===== config.mk =====
export PLATFORM = sky130hd
export DESIGN_NAME = cpu
export DESIGN_NICKNAME = d
export VERILOG_FILES = /design/src/ks10Pkg.sv /design/src/cpu.sv /design/src/nxm.sv /design/src/priIntr.sv /design/src/apr.sv /design/src/consoleIntf.sv /design/src/execUnit.sv
export SDC_FILE = /design/constraint.sdc
export NUM_CORES = 1
export LEC_CHECK = 0
export BUFFER_PORTS_ARGS = -buffer_cell sky130_fd_sc_hd__buf_4
export CAP_MARGIN = 20
export CORE_UTILIZATION = 40
export DETAILED_ROUTE_END_ITERATION = 8
export PLACE_DENSITY = 0.58
export SETUP_SLACK_MARGIN = 0.05
export SLEW_MARGIN = 20
export SYNTH_ARGS = -nofsm -noshare
export SYNTH_HDL_FRONTEND = slang
export SYNTH_SLANG_ARGS = --single-unit

===== constraint.sdc =====
create_clock -name clk -period 10.9 [get_ports clk]
set_input_delay 2.18 -clock clk [delete_from_list [all_inputs] [get_ports clk]]
set_output_delay 2.18 -clock clk [all_outputs]
set_load 0.005 [all_outputs]

===== src/ks10Pkg.sv =====
// Machine word, address, interrupt, opcode, state and bus types for the core
`default_nettype none

package ks10Pkg;

   //////////////////////////////////////////////////
   // Plain widths
   //////////////////////////////////////////////////

   typedef logic [35:0] word_t;      // 36-bit machine word
   typedef logic [17:0] addr_t;      // 18-bit physical address
   typedef logic [3:0]  acNum_t;     // Accumulator select
   typedef logic [2:0]  level_t;     // PI level, 0 is none
   typedef logic [7:1]  intrReq_t;   // One bit per level, index is level

   // Interrupt save slots start at 40 octal
   localparam addr_t intrBase = 18'o40;

   //////////////////////////////////////////////////
   // Instruction decode
   //////////////////////////////////////////////////

   // Opcode lives in word bits 35:32
   // AC field in 31:28, address field in 17:0
   typedef enum logic [3:0] {
      opHalt  = 4'd0,   // Stop, console sees halt
      opMovei = 4'd1,   // AC gets E
      opMove  = 4'd2,   // AC gets C(E)
      opMovem = 4'd3,   // C(E) gets AC
      opAdd   = 4'd4,   // AC gets AC + C(E)
      opAnd   = 4'd5,   // AC gets AC and C(E)
      opCono  = 4'd6    // PI mask, APR level and flag clears
   } opcode_t;

   // Execution unit sequencing
   typedef enum logic [2:0] {
      stIdle,           // Bus turnaround after interrupt save
      stFetch,          // Instruction read
      stDecode,
      stRead,           // Operand read
      stExec,
      stWrite,          // MOVEM store
      stIntrSave,       // PC to save slot
      stHalted
   } execState_t;

   //////////////////////////////////////////////////
   // Bus and APR
   //////////////////////////////////////////////////

   // Address phase of the memory bus
   typedef struct packed {
      logic  write;     // 1 for store, 0 for read
      addr_t addr;
   } busAddr_t;

   // APR status
   typedef struct packed {
      logic   nxm;          // Bus cycle timed out
      logic   timerDone;    // Interval timer expired
      logic   cslIntr;      // Console asked for attention
      level_t level;        // PI level for APR requests
   } aprFlags_t;

endpackage

`default_nettype wire

===== src/cpu.sv =====
// Core top level wiring the execution unit, console, APR, PI and NXM blocks
`timescale 1ns/1ps
`default_nettype none

module cpu #(
   parameter int nxmTimeout  = 16,    // Cycles before a bus cycle is forced to end
   parameter int timerPeriod = 200    // Interval timer period in clocks
) (
   input  wire                     clk,
   input  wire                     rstN,
   // Console
   input  wire                     cslSet,       // Strobe for run, exec, cont
   input  wire                     cslRun,
   input  wire                     cslCont,
   input  wire                     cslExec,
   input  wire                     cslTimerEn,
   input  wire                     cslIntrIn,    // Console to CPU
   output logic                    cslIntrOut,   // CPU to console
   // Unibus
   input  wire ks10Pkg::intrReq_t  ubaIntr,
   // Memory bus
   output logic                    cpuReq,
   input  wire                     cpuAck,
   output ks10Pkg::busAddr_t       cpuAddr,
   output ks10Pkg::word_t          cpuWrData,
   input  wire ks10Pkg::word_t     cpuRdData,    // Idles at zero when no slave answers
   // Status
   output logic                    cpuHalt,
   output logic                    cpuRun,
   output logic                    cpuExec,
   output logic                    cpuCont
);

   logic               busAck;       // Real or forced ack
   logic               nxmSet;
   logic               halted;
   logic               runEn;
   logic               stepEn;
   logic               intrPending;
   ks10Pkg::level_t    reqLevel;
   logic               intrAck;
   logic               conoWr;
   ks10Pkg::word_t     conoData;
   ks10Pkg::intrReq_t  aprIntr;

   //////////////////////////////////////////////////
   // Sequencing and datapath
   //////////////////////////////////////////////////

   execUnit uExec (
      .clk         (clk),
      .rstN        (rstN),
      .runEn       (runEn),
      .stepEn      (stepEn),
      .halted      (halted),
      .busAck      (busAck),
      .busRdData   (cpuRdData),
      .cpuReq      (cpuReq),
      .cpuAddr     (cpuAddr),
      .cpuWrData   (cpuWrData),
      .intrPending (intrPending),
      .reqLevel    (reqLevel),
      .intrAck     (intrAck),
      .conoWr      (conoWr),
      .conoData    (conoData)
   );

   consoleIntf uIntf (
      .clk     (clk),
      .rstN    (rstN),
      .cslSet  (cslSet),
      .cslRun  (cslRun),
      .cslCont (cslCont),
      .cslExec (cslExec),
      .halted  (halted),
      .runEn   (runEn),
      .stepEn  (stepEn),
      .cpuRun  (cpuRun),
      .cpuExec (cpuExec),
      .cpuCont (cpuCont),
      .cpuHalt (cpuHalt)
   );

   //////////////////////////////////////////////////
   // Interrupt sources and arbiter
   //////////////////////////////////////////////////

   apr #(.timerPeriod(timerPeriod)) uApr (
      .clk        (clk),
      .rstN       (rstN),
      .cslTimerEn (cslTimerEn),
      .cslIntrIn  (cslIntrIn),
      .nxmSet     (nxmSet),
      .conoWr     (conoWr),
      .conoData   (conoData),
      .aprIntr    (aprIntr),
      .cslIntrOut (cslIntrOut)
   );

   priIntr uPi (
      .clk         (clk),
      .rstN        (rstN),
      .aprIntr     (aprIntr),
      .ubaIntr     (ubaIntr),
      .conoWr      (conoWr),
      .conoData    (conoData),
      .intrAck     (intrAck),
      .intrPending (intrPending),
      .reqLevel    (reqLevel)
   );

   // Bus watchdog, merges the external ack
   nxm #(.nxmTimeout(nxmTimeout)) uNxm (
      .clk    (clk),
      .rstN   (rstN),
      .cpuReq (cpuReq),
      .cpuAck (cpuAck),
      .ackOut (busAck),
      .nxmSet (nxmSet)
   );

endmodule

`default_nettype wire


===== src/nxm.sv =====
// Non-existent memory watchdog with forced bus ack
`timescale 1ns/1ps
`default_nettype none

module nxm #(
   parameter int nxmTimeout = 16
) (
   input  wire   clk,
   input  wire   rstN,
   input  wire   cpuReq,
   input  wire   cpuAck,
   output logic  ackOut,     // Ack seen by execUnit
   output logic  nxmSet      // Timeout pulse to APR
);

   localparam int cntW = $clog2(nxmTimeout + 1);

   logic [cntW-1:0] waitCnt;    // Cycles of the current request
   logic            expired;

   // Last allowed wait cycle with no answer
   assign expired = cpuReq && !cpuAck && (waitCnt == cntW'(nxmTimeout - 1));

   assign ackOut = cpuAck | expired;
   assign nxmSet = expired;

   always_ff @(posedge clk) begin
      if (!rstN || !cpuReq || ackOut)
         waitCnt <= '0;         // Fresh count per cycle
      else
         waitCnt <= waitCnt + 1'b1;
   end

endmodule

`default_nettype wire


===== src/priIntr.sv =====
// Seven level priority interrupt arbiter with enable mask and current level
`timescale 1ns/1ps
`default_nettype none

module priIntr (
   input  wire                     clk,
   input  wire                     rstN,
   input  wire ks10Pkg::intrReq_t  aprIntr,
   input  wire ks10Pkg::intrReq_t  ubaIntr,
   input  wire                     conoWr,
   input  wire ks10Pkg::word_t     conoData,
   input  wire                     intrAck,      // Level taken by execUnit
   output logic                    intrPending,
   output ks10Pkg::level_t         reqLevel
);

   ks10Pkg::intrReq_t  enMask;
   ks10Pkg::intrReq_t  pending;
   ks10Pkg::level_t    curLevel;     // Level in service, 0 is none

   assign pending = (aprIntr | ubaIntr) & enMask;

   // Fixed priority, level 1 wins
   // Only levels above the one in service
   always_comb begin
      reqLevel = '0;
      for (int i = 7; i >= 1; i--) begin
         if (pending[i] && (curLevel == '0 || i < curLevel))
            reqLevel = ks10Pkg::level_t'(i);
      end
   end

   assign intrPending = (reqLevel != '0);

   always_ff @(posedge clk) begin
      if (!rstN) begin
         enMask   <= '0;           // Everything masked
         curLevel <= '0;
      end else begin
         if (conoWr) begin
            enMask <= conoData[15:9];
            if (conoData[16])
               curLevel <= '0;     // Dismiss
         end
         if (intrAck)
            curLevel <= reqLevel;
      end
   end

   // execUnit takes a level only when one is offered
   aAckPending: assert property (@(posedge clk) disable iff (!rstN)
      intrAck |-> intrPending)
      else $error("intrAck without intrPending");

endmodule

`default_nettype wire


===== src/apr.sv =====
// APR flags, interval timer and APR interrupt request
`timescale 1ns/1ps
`default_nettype none

module apr #(
   parameter int timerPeriod = 200
) (
   input  wire                    clk,
   input  wire                    rstN,
   input  wire                    cslTimerEn,
   input  wire                    cslIntrIn,
   input  wire                    nxmSet,       // Pulse from watchdog
   input  wire                    conoWr,
   input  wire ks10Pkg::word_t    conoData,
   output ks10Pkg::intrReq_t      aprIntr,
   output logic                   cslIntrOut
);

   localparam int tmrW = $clog2(timerPeriod + 1);

   ks10Pkg::aprFlags_t  flags;
   logic [tmrW-1:0]     tmrCnt;
   logic                tmrWrap;
   logic                anyFlag;

   assign tmrWrap = cslTimerEn && (tmrCnt == tmrW'(timerPeriod - 1));

   // Interval counter, parked at zero while disabled
   always_ff @(posedge clk) begin
      if (!rstN || !cslTimerEn || tmrWrap)
         tmrCnt <= '0;
      else
         tmrCnt <= tmrCnt + 1'b1;
   end

   always_ff @(posedge clk) begin
      if (!rstN) begin
         flags <= '0;
      end else begin
         if (conoWr) begin
            flags.level <= conoData[2:0];
            if (conoData[8]) flags.nxm       <= 1'b0;
            if (conoData[7]) flags.timerDone <= 1'b0;
            if (conoData[6]) flags.cslIntr   <= 1'b0;
         end
         // Sets beat clears
         if (nxmSet)    flags.nxm       <= 1'b1;
         if (tmrWrap)   flags.timerDone <= 1'b1;
         if (cslIntrIn) flags.cslIntr   <= 1'b1;
      end
   end

   assign anyFlag = flags.nxm | flags.timerDone | flags.cslIntr;

   // One request bit at the programmed level
   always_comb begin
      aprIntr = '0;
      if (anyFlag && flags.level != '0)
         aprIntr[flags.level] = 1'b1;
   end

   assign cslIntrOut = flags.nxm;     // Console learns of bus errors

endmodule

`default_nettype wire


===== src/consoleIntf.sv =====
// Console run, exec and continue mode latches with halt status
`timescale 1ns/1ps
`default_nettype none

module consoleIntf (
   input  wire   clk,
   input  wire   rstN,
   input  wire   cslSet,     // Load mode bits
   input  wire   cslRun,
   input  wire   cslCont,
   input  wire   cslExec,
   input  wire   halted,     // From execUnit
   output logic  runEn,
   output logic  stepEn,
   output logic  cpuRun,
   output logic  cpuExec,
   output logic  cpuCont,
   output logic  cpuHalt
);

   logic haltRise;   // Machine just stopped

   // cpuHalt is last cycle's halted
   assign haltRise = halted & ~cpuHalt;

   always_ff @(posedge clk) begin
      if (!rstN) begin
         cpuRun  <= 1'b0;
         cpuExec <= 1'b0;
         cpuCont <= 1'b0;
         cpuHalt <= 1'b1;        // Comes up stopped
      end else begin
         cpuHalt <= halted;
         if (cslSet) begin
            cpuRun  <= cslRun;
            cpuExec <= cslExec;
            cpuCont <= cslCont;
         end else if (haltRise) begin
            // Every mode ends at a halt
            cpuRun  <= 1'b0;
            cpuExec <= 1'b0;
            cpuCont <= 1'b0;
         end
      end
   end

   // Blocked in the halt cycle so a stale mode bit cannot restart
   assign runEn  = (cpuRun | cpuExec | cpuCont) & ~haltRise;
   assign stepEn = cpuExec;                   // One instruction then stop

endmodule

`default_nettype wire


===== src/execUnit.sv =====
// Fetch and execute FSM with PC, accumulator file and interrupt save cycle
`timescale 1ns/1ps
`default_nettype none

module execUnit (
   input  wire                    clk,
   input  wire                    rstN,
   input  wire                    runEn,        // Console go
   input  wire                    stepEn,       // Stop after one instruction
   output logic                   halted,
   input  wire                    busAck,
   input  wire ks10Pkg::word_t    busRdData,
   output logic                   cpuReq,
   output ks10Pkg::busAddr_t      cpuAddr,
   output ks10Pkg::word_t         cpuWrData,
   input  wire                    intrPending,
   input  wire ks10Pkg::level_t   reqLevel,
   output logic                   intrAck,      // Level taken
   output logic                   conoWr,
   output ks10Pkg::word_t         conoData
);

   ks10Pkg::execState_t  state;
   ks10Pkg::addr_t       pc;
   ks10Pkg::word_t       ir;            // Instruction register
   ks10Pkg::word_t       operand;       // C(E) from read cycle
   ks10Pkg::word_t       acs [16];      // Accumulator file
   ks10Pkg::opcode_t     op;
   ks10Pkg::acNum_t      acSel;
   ks10Pkg::addr_t       ea;            // No indexing, E is the address field
   ks10Pkg::addr_t       saveAddr;
   logic                 needRead;
   logic                 toHalt;
   logic                 takeIntr;

   // Instruction fields
   assign op       = ks10Pkg::opcode_t'(ir[35:32]);
   assign acSel    = ir[31:28];
   assign ea       = ir[17:0];
   assign needRead = op inside {ks10Pkg::opMove, ks10Pkg::opAdd, ks10Pkg::opAnd};

   // Save slot is 40 + 2*level
   assign saveAddr = ks10Pkg::intrBase + ks10Pkg::addr_t'({reqLevel, 1'b0});

   // Instruction boundary decisions, made in EXEC only
   assign toHalt   = (state == ks10Pkg::stExec) && (stepEn || op == ks10Pkg::opHalt);
   assign takeIntr = (state == ks10Pkg::stExec) && !toHalt && intrPending;
   assign intrAck  = takeIntr;

   assign halted   = (state == ks10Pkg::stHalted);
   assign conoWr   = (state == ks10Pkg::stExec) && (op == ks10Pkg::opCono);
   assign conoData = ks10Pkg::word_t'(ea);    // Immediate operand

   //////////////////////////////////////////////////
   // Control FSM and bus request
   //////////////////////////////////////////////////

   always_ff @(posedge clk) begin
      if (!rstN) begin
         state   <= ks10Pkg::stHalted;
         pc      <= '0;
         cpuReq  <= 1'b0;
         cpuAddr <= '0;
      end else begin
         case (state)
            ks10Pkg::stHalted, ks10Pkg::stIdle: begin
               if (runEn) begin
                  state   <= ks10Pkg::stFetch;
                  cpuReq  <= 1'b1;
                  cpuAddr <= '{write: 1'b0, addr: pc};
               end else begin
                  state <= ks10Pkg::stHalted;
               end
            end
            ks10Pkg::stFetch: if (busAck) begin
               cpuReq <= 1'b0;
               pc     <= pc + 1'b1;
               state  <= ks10Pkg::stDecode;
            end
            ks10Pkg::stDecode: begin
               if (op == ks10Pkg::opMovem) begin
                  state   <= ks10Pkg::stWrite;
                  cpuReq  <= 1'b1;
                  cpuAddr <= '{write: 1'b1, addr: ea};
               end else if (needRead) begin
                  state   <= ks10Pkg::stRead;
                  cpuReq  <= 1'b1;
                  cpuAddr <= '{write: 1'b0, addr: ea};
               end else begin
                  state <= ks10Pkg::stExec;   // HALT, MOVEI, CONO
               end
            end
            ks10Pkg::stRead, ks10Pkg::stWrite: if (busAck) begin
               cpuReq <= 1'b0;
               state  <= ks10Pkg::stExec;
            end
            ks10Pkg::stExec: begin
               if (toHalt) begin
                  state <= ks10Pkg::stHalted;
               end else if (takeIntr) begin
                  state   <= ks10Pkg::stIntrSave;
                  cpuReq  <= 1'b1;
                  cpuAddr <= '{write: 1'b1, addr: saveAddr};
               end else if (runEn) begin
                  state   <= ks10Pkg::stFetch;
                  cpuReq  <= 1'b1;
                  cpuAddr <= '{write: 1'b0, addr: pc};
               end else begin
                  state <= ks10Pkg::stHalted;
               end
            end
            ks10Pkg::stIntrSave: if (busAck) begin
               cpuReq <= 1'b0;
               pc     <= cpuAddr.addr + 1'b1;   // Resume after the save slot
               state  <= ks10Pkg::stIdle;
            end
            default: state <= ks10Pkg::stHalted;
         endcase
      end
   end

   //////////////////////////////////////////////////
   // Datapath
   //////////////////////////////////////////////////

   always_ff @(posedge clk) begin
      if (state == ks10Pkg::stFetch && busAck)
         ir <= busRdData;
      if (state == ks10Pkg::stRead && busAck)
         operand <= busRdData;
      if (state == ks10Pkg::stDecode && op == ks10Pkg::opMovem)
         cpuWrData <= acs[acSel];
      if (takeIntr)
         cpuWrData <= ks10Pkg::word_t'(pc);    // Return address
      if (state == ks10Pkg::stExec) begin
         case (op)
            ks10Pkg::opMovei: acs[acSel] <= ks10Pkg::word_t'(ea);
            ks10Pkg::opMove:  acs[acSel] <= operand;
            ks10Pkg::opAdd:   acs[acSel] <= acs[acSel] + operand;   // Wraps at 36 bits
            ks10Pkg::opAnd:   acs[acSel] <= acs[acSel] & operand;
            default: ;
         endcase
      end
   end

   // Address held for the whole wait
   aAddrHold: assert property (@(posedge clk) disable iff (!rstN)
      cpuReq && !busAck |=> cpuReq && $stable(cpuAddr))
      else $error("cpuAddr changed while cpuReq waited");

   // No bus activity out of halt without a go
   aNoReqHalted: assert property (@(posedge clk) disable iff (!rstN)
      state == ks10Pkg::stHalted && !runEn |=> !cpuReq)
      else $error("cpuReq raised from HALTED");

endmodule

`default_nettype wire


==> summary.log <==
[run_status] outcome completed
[logic_synthesis] Seq cells post-synth 752
[logic_synthesis] synth cell count leaders edfxtp_1, mux4_2, nand2_1
[cts] post-CTS resize count 0
[floorplan] row cnt 103
[worst_setup_path] Crit Path Class reg -> reg
[floorplan] die span in x 285.3 µm
[cts] clock sinks 752
[pwr] Internal 5.615 mW
[layout] total of fill cells in the finished design 6689
[worst_setup_path] sort of element at the start of the critical path flip-flop
[timing] final hold vios 0
[timing] setup repair after global routing missed its margin false
[floorplan] Vert. Die Dim 285.3 µm
[logic_synthesis] post-synthesis sequential area ratio 67.33%
[layout] net count of the finished layout 2226
[routing] drt initial violations 2177
[floorplan] placeable core region 79260 µm²
[timing] Least-Margin Pin Slew 1.122 ns
[grt] initial antenna violation count 2
[timing] post-layout min period 6.188 ns
[pwr] Net Sw Power 2.216 mW
[logic_synthesis] top_reg_cell synth edfxtp_1
[cts] Setup Buffers After CTS 0
[routing] number of detailed-routing iterations run before antenna repair 6
[routing] wire length per cell after detailed routing 27.12 µm
[worst_setup_path] CP endpoint kind flip-flop
[worst_setup_path] delay of the slowest cell on the worst path 0.74 ns
[layout] fraction of layout cells with a size suffix above 1 24.70%
[worst_setup_path] Register-to-Register Path Depth 12
[routing] total wire length after detailed routing 88090 µm
[pwr] combinational power share 20.8%
[grt] Total GRT Usage 21.52%
[floorplan] overall die area 81420 µm²
[worst_setup_path] cell mode on critical path mux4_2
[logic_synthesis] leading post-synthesis cells by cell area edfxtp_1, mux4_2, dfxtp_1
[worst_setup_path] cell with the biggest individual delay on the critical path dfxtp_4
[pwr] worst voltage drop across the vdd grid 0.0001027 V
[worst_setup_path] crit path cell chain buf_12, mux4_2, mux4_2, ha_1, a21oi_1, o21ai_0, a211oi_1, a31oi_1, o21ai_1, o21bai_1, a2111oi_0, o32a_1
[grt] Remaining Overflow, GRT 0
[cts] clk root buf clkbuf_16
[routing] via total after detailed routing 19290
[placement] post-detailed-placement half-perimeter wirelength 53080 µm
[timing] total negative slack for setup checks 0 ns
[cts] # H-tree levels 3
[cts] CTS clk-pin slew, worst paths 0.06 ns
[logic_synthesis] synth warn 0
[pwr] overall power of the completed layout 7.830 mW
[cts] clock tree from TritonCTS done
[pwr] LEAKAGE 11.79 nW
[worst_hold_path] type of the most critical hold path reg -> reg
[floorplan] Ports 113
[logic_synthesis] cell area after synthesis 32110 µm²
[logic_synthesis] synth unique cells 81
[grt] maximum number of pins on one net before global-route repair 101
[timing] final setup fails 0
[logic_synthesis] leading area contributor after synthesis edfxtp_1
[pwr] Power Dens Cells 211.2 nW/µm²
[placement] port bufs 112
[grt] global routing met1 resource utilization 30.14%
[layout] synthesis-to-layout area growth 15.48%
[logic_synthesis] syn nets 2080
[job] Max-Cap Viols 0
[routing] count of nets left with antenna violations after detail routing 0
[worst_setup_path] Crit Path Max Fanout 81
[grt] vias in the first global route 18883
[timing] Relative slew margins 24.79%
[pwr] Switching Fraction 28.30%
[worst_setup_path] required arrival time at the worst endpoint 11.24 ns
[logic_synthesis] fraction of registers with async set or reset after synthesis 0%
[timing] maximum clock skew at final layout 0.02046 ns
[logic_synthesis] average cell area after synthesis 16.16 µm²
[grt] global route hottest layer met2
[worst_hold_path] Worst Hold Path Cells 1
[placement] global placement routability congestion 0.8997
[layout] ANT cells 0
[grt] met3 GRT Util 2.936%
[logic_synthesis] area share of the leading cell type in the synthesized netlist 61.34%
[grt] global-route wire length before repair 128700 µm
[logic_synthesis] Post-Synthesis Cells 1987
[cts] hold_buf cts 0
[timing] final slew viol count 0
[pwr] sequential cell fraction of total power 44.5%
[routing] post-detailed-route via-to-cell ratio 5.939
[timing] f_max 161.6 MHz
[worst_setup_path] arrival time of the worst setup path 6.53 ns
[timing] crit share post-route 56.77%
[routing] Residual DRC 0
[cts] largest buffer count on any clock path 3
[logic_synthesis] number of synthesized flops with an enable pin 656
[pwr] clock power share 34.7%
[cts] cts bufs inserted 78
[floorplan] initial core utilization 40.52%
[logic_synthesis] most common cell in the synthesized netlist edfxtp_1
[grt] met2 layer usage reported by global route 35.10%
[cts] insertion delay of the later-clocked pin in the worst-skew pair 0.62 ns
-- final cells by class --
type                    instances  area, µm²  area share [%]
inverters                      18      67.56          0.1822
clock buffers                  93       2072           5.587
clock inverters                52      528.0           1.424
multi-input cells            1117      10200           27.51
repair buffers                166       1271           3.428
flip-flops and latches        752      21630           58.33
well taps                    1050       1314           3.543
-- cells in the final DEF, fill, tap and decap left out, types with 10 or more instances in the layout --
cell,instances
nand3_1,37
edfxtp_1,656
a31oi_1,18
a211oi_1,16
buf_4,163
inv_1,16
xor2_1,11
nor3_1,19
o21ai_1,14
a21oi_1,118
xnor2_1,23
o21ai_0,69
nor2_4,13
mux4_2,180
clkbuf_1,12
nor2_1,77
and3_1,12
a21oi_2,13
ha_1,40
dfxtp_1,92
mux2i_1,27
bufinv_16,10
clkbuf_16,81
clkinv_2,15
clkinv_1,20
and2_1,11
mux2_2,22
mux2_1,18
nand2_1,162
a21o_1,18
a22oi_1,21
nand2b_1,14
-- power groups by stage --
stage          registers [mW]  clock network, mW  logic (mW)
5_1_grt                  3.50               2.87        1.76
3_5_place_dp             3.54                  0        1.62
2_1_floorplan            3.43                  0        1.16
3_3_place_gp             3.54                  0        1.59
6_report                 3.48               2.72        1.63
4_1_cts                  3.48               2.76        1.62
-- flip-flops by register name (all words and copies together) (netlist names), named ones only --
| register | count |
|---|---|
| uExec.state | 3 |
| uIntf.cpuExec | 1 |
| uExec.ir | 26 |
| uApr.cslIntrOut | 1 |
| uApr.tmrCnt | 8 |
| uPi.enMask | 7 |
| uIntf.cpuCont | 1 |
| uExec.cpuReq | 1 |
| uExec.cpuWrData | 36 |
| uExec.acs | 576 |
| uExec.operand | 36 |
| uNxm.waitCnt | 5 |
| uApr.flags | 5 |
| uIntf.cpuHalt | 1 |
| uPi.curLevel | 3 |
| uExec.cpuAddr | 19 |
| uIntf.cpuRun | 1 |
| uExec.pc | 18 |
-- worst max-delay path, delay by kind of cell, from the launching register on --
kind                     cells  cell delay (ns)
adder cells (fa/ha/maj)      1             0.43
flip-flops                   1             0.74
buffers and inverters        1             0.52
multiplexers                 2             1.21
AO/OA/AOI/OAI                8             2.81
-- layer usage --
metal  vias to the layer above  part of all wire [%]
li1                       8281                     -
met1                     10109                    43
met5                         -                     0
met3                       128                   6.2
met2                       772                    49
met4                         0                   2.2
-- logic make-up after synthesis --
kind of cell             synth area share, %
multiplexers                           14.87
XOR/XNOR                              0.9273
buffers and inverters                  1.508
flip-flops                             67.33
adder cells (fa/ha/maj)                1.621
AO/OA/AOI/OAI                          7.660
AND/OR/NAND/NOR                        6.090
-- through the flow --
step	hold WS [ns]	area [µm²]	util, %	cells	setup WS (ns)
floorplan	0.4130	32110	-	1987	4.297
global placement	0.4263	34400	43.40	3098	4.859
detailed placement	0.4322	34420	43.42	3100	4.737
CTS	0.4408	37020	46.70	3245	4.731
global route	0.4666	37080	46.79	3248	4.448
finish	0.4403	37080	46.79	3248	4.712
-- path summary, 6_finish.rpt --
check | to | start | slack (ns)
max reg2reg | uExec.acs[0][24] | flip-flop | 4.71
min | uApr.tmrCnt[0] | uApr.tmrCnt[0] | 0.44
max | uExec.acs[0][24] | flip-flop | 4.71
min reg2reg | uApr.tmrCnt[0] | uApr.tmrCnt[0] | 0.44
Note: power is estimated with default switching activity, not from simulation.
